[src/design/ahb_ssram_settings.svh]
`ifndef AHB_SSRAM_SETTINGS_SVH
`define AHB_SSRAM_SETTINGS_SVH

// AHB byte address width
// Low two bits pick the byte inside a word
// 12 bits gives a 4 KB window
`define AHB_AW 12

// Bus data width
// Fixed at 32 since the lane logic assumes four byte lanes
`define AHB_DW 32

// Number of 32-bit words in the bank
// One word per word address of the AHB window
`define SSRAM_DEPTH (1 << (`AHB_AW - 2))

`endif

[src/design/ahb_ssram_pkg.sv]
`include "ahb_ssram_settings.svh"

package ahb_ssram_pkg;

   // AHB transfer type as seen on HTRANS
   typedef enum logic [1:0] {
      IDLE   = 2'b00,
      BUSY   = 2'b01,
      NONSEQ = 2'b10,
      SEQ    = 2'b11
   } htrans_e;

   // AHB transfer size as seen on HSIZE
   // Codes above WORD are legal on the bus and handled as WORD
   typedef enum logic [2:0] {
      BYTE = 3'b000,
      HALF = 3'b001,
      WORD = 3'b010
   } hsize_e;

   // Address phase controls bundled by the top level
   typedef struct packed {
      logic                sel;
      logic [`AHB_AW-1:0]  addr;
      htrans_e             trans;
      hsize_e              size;
      logic                write;
   } ahb_req_t;

   // One cycle of the single SRAM port
   // Word address only as byte select comes from wb
   typedef struct packed {
      logic                en;
      logic                we;
      logic [3:0]          wb;
      logic [`AHB_AW-3:0]  addr;
      logic [`AHB_DW-1:0]  din;
   } sram_cmd_t;

endpackage

[src/design/ahb_to_ssram.sv]
`timescale 1ns/1ps
`include "ahb_ssram_settings.svh"

module ahb_to_ssram
   import ahb_ssram_pkg::*;
(
   input  logic               HCLK,
   input  logic               HRESETn,
   input  ahb_req_t           ahb_req,
   input  logic               HREADY,
   input  logic [`AHB_DW-1:0] HWDATA,
   output logic               HREADYOUT,
   output logic [`AHB_DW-1:0] HRDATA,
   output logic               HRESP,
   output sram_cmd_t          sram_cmd,
   input  logic [`AHB_DW-1:0] sram_dout
);

   // Word address width of the SRAM port
   localparam int WAW = `AHB_AW - 2;

   // Transfer decode
   logic           trans_nonseq;
   logic           trans_seq;
   logic           trans_active;
   logic           read_valid;
   logic           write_valid;
   logic [3:0]     lanes;
   logic [WAW-1:0] live_addr;

   // Write waiting for its data phase
   logic           wr_pend;
   logic [WAW-1:0] wr_addr;
   logic [3:0]     wr_lanes;

   // Read held back by a write on the port
   logic           rd_collide;
   logic           rd_pend;
   logic [WAW-1:0] rd_addr;

   // HTRANS decode
   always_comb begin
      trans_nonseq = 1'b0;
      trans_seq    = 1'b0;
      case (ahb_req.trans)
         NONSEQ: begin
            trans_nonseq = 1'b1;
         end
         SEQ: begin
            trans_seq = 1'b1;
         end
         default: begin
            // IDLE and BUSY carry no transfer
            trans_nonseq = 1'b0;
         end
      endcase
   end

   // Bursts are plain SEQ beats here
   assign trans_active = trans_nonseq | trans_seq;

   // Only accepted when selected and the bus is ready
   assign read_valid  = trans_active & ahb_req.sel & HREADY & ~ahb_req.write;
   assign write_valid = trans_active & ahb_req.sel & HREADY & ahb_req.write;

   // Drop the byte offset
   assign live_addr = ahb_req.addr[`AHB_AW-1:2];

   // Byte lanes from size and low address bits
   always_comb begin
      case (ahb_req.size)
         BYTE: begin
            lanes = 4'b0001 << ahb_req.addr[1:0];
         end
         HALF: begin
            lanes = ahb_req.addr[1] ? 4'b1100 : 4'b0011;
         end
         default: begin
            // WORD and anything larger
            lanes = 4'b1111;
         end
      endcase
   end

   // Read address phase during a write data phase
   // Port is taken by the write so the read waits one cycle
   assign rd_collide = read_valid & wr_pend;

   // Control state
   always_ff @(posedge HCLK or negedge HRESETn) begin
      if (!HRESETn) begin
         wr_pend <= 1'b0;
         rd_pend <= 1'b0;
      end else begin
         // Write runs in the cycle after acceptance
         wr_pend <= write_valid;
         // Pending read lasts exactly one cycle
         rd_pend <= rd_collide;
      end
   end

   // Address and lanes of the write in flight
   always_ff @(posedge HCLK) begin
      if (write_valid) begin
         wr_addr  <= live_addr;
         wr_lanes <= lanes;
      end
   end

   // Address of the held read
   always_ff @(posedge HCLK) begin
      if (rd_collide) begin
         rd_addr <= live_addr;
      end
   end

   // SRAM port mux
   // Pending write first, then pending read, then live address phase
   always_comb begin
      sram_cmd.din = HWDATA;
      if (wr_pend) begin
         sram_cmd.en   = 1'b1;
         sram_cmd.we   = 1'b1;
         sram_cmd.wb   = wr_lanes;
         sram_cmd.addr = wr_addr;
      end else if (rd_pend) begin
         sram_cmd.en   = 1'b1;
         sram_cmd.we   = 1'b0;
         sram_cmd.wb   = 4'b0000;
         sram_cmd.addr = rd_addr;
      end else begin
         // Reads go out in their own address phase
         sram_cmd.en   = read_valid;
         sram_cmd.we   = 1'b0;
         sram_cmd.wb   = 4'b0000;
         sram_cmd.addr = live_addr;
      end
   end

   // Wait state while the held read is on the port
   assign HREADYOUT = ~rd_pend;

   // Bank output is already aligned to the data phase
   assign HRDATA = sram_dout;

   // Always OKAY
   assign HRESP = 1'b0;

endmodule

[config.mk]
export PLATFORM = sky130hd
export DESIGN_NAME = ahb_to_ssram
export DESIGN_NICKNAME = d
export VERILOG_FILES = /design/src/design/ahb_ssram_pkg.sv /design/src/design/ahb_to_ssram.sv
export VERILOG_INCLUDE_DIRS = /design/src /design/src/design
export SDC_FILE = /design/constraint.sdc
export NUM_CORES = 1
export LEC_CHECK = 0
export ABC_CLOCK_PERIOD_IN_PS = 2000
export BUFFER_PORTS_ARGS = -buffer_cell sky130_fd_sc_hd__clkbuf_2
export CORE_ASPECT_RATIO = 0.8
export CORE_MARGIN = 2
export CORE_UTILIZATION = 35
export DETAILED_ROUTE_END_ITERATION = 8
export PLACE_DENSITY = 0.81
export SYNTH_ARGS = -nofsm -noshare
export SYNTH_HDL_FRONTEND = slang
export SYNTH_SLANG_ARGS = --single-unit
[constraint.sdc]
create_clock -name HCLK -period 2 [get_ports HCLK]
set_input_delay 0.5 -clock HCLK [delete_from_list [all_inputs] [get_ports HCLK]]
set_output_delay 0.5 -clock HCLK [all_outputs]
set_load 0.02 [all_outputs]
# Word level (Yosys, flattened, before mapping)

Index checks and enable logic that the tools add are counted.

Bits in registers: 26
Word-level logic and storage cells: 24

Eq/ne operators: 3
Shift operators: 1
Muxes and demuxes: 6
Bitwise logic cells: 8
Reduce and logical (&&, ||, !) cells: 1

Operators by type and width:

| operator                                             | number |
|---|---|
| 2-to-1 mux 16 bit                                    | 2 |
| one-hot mux 4 bit (2 select lines)                   | 1 |
| bitwise AND 1 bit                                    | 5 |
| equality test 2 bit (second input constant)          | 2 |
| 2-to-1 mux 4 bit                                     | 1 |
| left shift 1 x 2 -> 4 bit (first input constant)     | 1 |
| equality test 3 x 1 -> 1 bit (second input constant) | 1 |
| zero test 3 bit                                      | 1 |
| 2-to-1 mux 1 bit                                     | 2 |
| inverter 1 bit                                       | 2 |
| OR 1 bit                                             | 1 |

# Longest topological paths before layout

Depth in word-level cells: 8
Mapped depth: 3
Gate-level depth less buffers: 2

# Worst setup path after synthesis

Ideal clock, no wire load.

Path type: input-to-reg
Start point: input port HREADY
End point: register rd_addr[0], enable pin
Setup time: 394 ps
Arrival: 1466 ps
Slack: 140 ps
Stages: 2
Cells stage by stage: nand3_1 nor3b_1

Cells in the longest elaborated chain, start to end: 3

RTL lines:

| what                            | line                | source |
|---|---|---|
| start, declared                 | ahb_to_ssram.sv:10  | `input logic HREADY,` |
| bitwise AND 1 bit (2 in series) | ahb_to_ssram.sv:63  | `assign read_valid = trans_active & ahb_req.sel & HREADY & ~ahb_req.write;` |
| bitwise AND 1 bit               | ahb_to_ssram.sv:87  | `assign rd_collide = read_valid & wr_pend;` |
| via rd_collide                  | ahb_to_ssram.sv:37  | `logic rd_collide;` |
| end signal, assigned            | ahb_to_ssram.sv:113 | `rd_addr <= live_addr;` |
| end, declared                   | ahb_to_ssram.sv:39  | `logic [WAW-1:0] rd_addr;` |

The timed path passes the listed nets, and every way through them passes these cells.
A chain may end at the register's enable or synchronous reset.

==> reports/results.txt <==
The flow ran to the end, and the final reports show no timing, DRC or antenna violations. The total of buffers placed on input and output ports is 37. A synthesized cell averages 10.9 µm². In the final design database the tool counted 212 nets. Of the post-synthesis cell area, the dominant cell type holds 45.7%. The routed layout has 809 vias.

The floorplan step defined a die boundary enclosing 5060 µm². The highest net fanout along the worst path was 12. For this run, the slowest stage of the critical path takes 0.37 ns. In this run the static leakage power is 0.000556 µW. The initialized floorplan defines 21 standard-cell rows. TritonCTS built the clock tree.

The logs give 32.3% for the proportion of power drawn by the clock network and 0.647 for the routability congestion estimate. The final layout contains routed wiring with a total length of 2.58 mm. In the synthesized netlist, the number of instances is 145. Setup repair after global routing left no endpoint under its margin.

The largest individual stage delay along the critical path comes from the cell dfrtp_1. For the number of DRC violations after detailed routing, the log shows 0. Clock transition at the registers of the reported paths: 0.09 ns. The total of fill cells in the finished design is 460, and the arrival time of the worst setup path is 1.31 ns.

Counting cells, the worst reg-to-reg path comes to 2. STA classifies the critical path endpoint as an output pin. After synthesis, the most frequently instantiated cells are buf_4, edfxtp_1, mux2i_1, nand2_1. For the count of unique library cells instantiated by Yosys, the log shows 17.

The critical path goes through buf_4 > mux2i_1 > o21ai_0 > clkbuf_2. The endpoint identified for the worst register-to-register timing path is rd_addr[8]. Setup violations remaining at the end of the flow were counted as 0.

The switching portion of total power came out at 21.4%. By area the synthesized netlist is led by edfxtp_1, buf_4, mux2i_1, dfrtp_1, nand2_1. The clock latency reported for the late side of the worst-skew pair was 0.27 ns. The multi-input combinational cells in the finished layout cover a total of 284 µm².

After routing, the total negative slack on setup checks comes to 0 ns. For this design the ratio of total power to cell area is 723 nW/µm². In this run the worst setup path terminates at sram_cmd[32]. The worst register-to-register path begins at wr_pend. The max-slew violation count was 0. The instance count on the critical path is 4.

The cell with the most instances after synthesis is buf_4. Startpoint class of the critical path: a flip-flop. The tools report the global router's overall resource usage as 10.5%.

Grouping stages by cell kind, the critical path spends the most delay in buffers and inverters. The max capacitance violation total is 0. After detailed routing, the number of vias per cell comes to 4.45. Setup slack on the worst reg-to-reg path comes out at 0.77 ns. Entering global routing, the biggest net connects 15 pins. The combinational power share was 9.4%; the flip-flop and latch count after synthesis was 26.

The total core area is 4260 µm², and the critical path buffer and inverter count is 2. The clock skew after layout is 0.00397 ns. In the final routed layout, each cell accounts on average for 14.1 µm. Cell at the root of the clock tree: clkbuf_8. In this run the worst setup path begins at rd_pend. The post-synthesis cell type with the largest combined area was edfxtp_1.

Of the cells placed in the final design, the portion with a size suffix greater than 1 is 40.8%. The number of antenna diodes in the final layout is 0. The share of flip-flops with an asynchronous set or reset is 7.69%. The number of violations reported at the end of detailed-routing iteration 0 was 29.

The logs give 1 for the H-tree level count and 48.9% for the part of the Yosys area used for sequential elements. The die outline width is 79.1 µm. The path type of the worst setup path is reg2out.

Minimum period implied by the final worst setup slack: 1.81 ns. Counting along the longest clock path gives a buffer depth of 2. Synthesis produced a netlist with a net count of 231. The worst hold path class is in2reg. From synthesis to final layout, the design area changed by -8.64%.

The Yosys step of the flow raised 0 warnings. The total clock buffers created by CTS came out at 3. In the synthesized netlist the dominant register cell turns out to be edfxtp_1. The design internal power came out at 819 µW.

The clock net sink count was 26; the die span in y was 64.1 µm. Hold is met by 0.429 ns. The number of antenna violations at the first check in global routing is 0. The number of failing hold endpoints at the final stage was 0; the effective utilization at floorplan was 37.1%.

The share of the clock period used by the worst path is 90.7%, and the required time of the critical path is 1.50 ns. The detail route stage leaves a number of antenna-violating nets equal to 0. Worst voltage drop across the vdd grid: 0.430 mV. The share of total power dissipated in sequential elements is 58.3%. Summing all flip-flop and latch instances after layout gives 772 µm². The tools report the total congestion overflow after global routing as 0.

Detailed placement ended at an HPWL of 2.01 mm. The first global-routing pass estimated 4.11 mm of wire. In this run, synthesis inferred 24 flip-flops with an integrated enable. The length of the first detailed-routing pass in iterations is 4. In this run the cell area of the synthesized design comes to 1580 µm². The maximum frequency from static timing analysis was 0.551 GHz. For this design the total switching power over the nets is 223 µW. 168 I/O pins were placed. The via count of the first global-routing pass is 847.
[worst register-to-register path: stages (launching register included)]
cell and delay (ns):
dfrtp_2 0.50, nor3b_2 0.24, buf_4 0.20
[cells in the final DEF, fill, tap and decap left out]
| cell | count |
|---|---|
| clkbuf_2 | 37 |
| edfxtp_1 | 24 |
| mux2i_1 | 10 |
| nand2_1 | 10 |
| o21ai_0 | 7 |
| o21ai_1 | 7 |
| buf_4 | 7 |
| nor2_1 | 4 |
| and2_1 | 4 |
| clkbuf_8 | 4 |
| inv_1 | 3 |
| nor2b_1 | 1 |
| o21ai_2 | 1 |
| nand3_1 | 1 |
| nor3b_2 | 1 |
| conb_1 | 1 |
| dlygate4sd3_1 | 1 |
| dfrtp_1 | 1 |
| dfrtp_2 | 1 |
[final cells by class]
type / count / share of cell area, %
inverters: 3 / 0.781
repair buffers: 45 / 17.2
flip-flops and latches: 26 / 53.6
multi-input cells: 47 / 19.7
well taps: 57 / 4.95
clock buffers: 4 / 3.82
[logic make-up (layout without fill, tap and decap cells)]
family,after synthesis,in the layout,share of synthesized area [%]
and+or+nand+nor,21,21,6.11
other,1,1,0.238
AOI/OAI and AO/OA,15,15,5.00
buffers and inverters,72,52,33.5
muxes,10,10,6.34
DFF,26,26,48.9
[metal layers]
layer,part of all wire [%],vias up,global-route usage (%),wire length (µm)
met5,0,-,0,0
met4,1.1,0,2.80,28
met3,16,8,9.04,408
met2,40,69,13.7,1030
met1,43,357,12.9,1110
li1,-,375,-,-
[per-stage QoR]
step                      utilization [%]  cells  setup slack (ns)  power [µW]  cell area [µm²]
after CTS                            33.8    182            0.0523        1050             1440
after floorplan                         -    145             0.140         857             1580
after global routing                 33.9    182            0.0740        1090             1440
final                                33.9    182             0.186        1040             1440
after global placement               32.3    177             0.386         715             1380
after detailed placement             32.3    177             0.358         718             1380
[power groups by stage]
stage	Combinational, µW	Clock, µW	Sequential [µW]
final	98.0	336	608
after global routing	109	377	609
after CTS	99.8	344	608
after detailed placement	98.2	0	620
after global placement	95.5	0	620
after floorplan	238	0	619
[sequential cells by signal (all words and copies together), names as in the netlist]
name	flops
wr_lanes	4
rd_pend	1
wr_addr	10
wr_pend	1
rd_addr	10
[worst min-delay path by stage]
stage	startpoint	end	cells past startpoint
finish	ahb_req[8]	rd_addr[0]	1
global route	ahb_req[15]	wr_addr[7]	1
CTS	ahb_req[8]	rd_addr[0]	1
detailed placement	HRESETn	rd_pend	1
global placement	HRESETn	wr_pend	1
floorplan	HRESETn	rd_pend	0
[what timing repair did]
item | CTS | global route
endpoints found under the hold margin | 2 | 0
gates resized for setup | 0 | 1
hold buffers | 1 | 0
endpoints found under the setup margin | 0 | 10
buffers inserted | 0 | 0
Note: power is estimated with default switching activity, not from simulation.
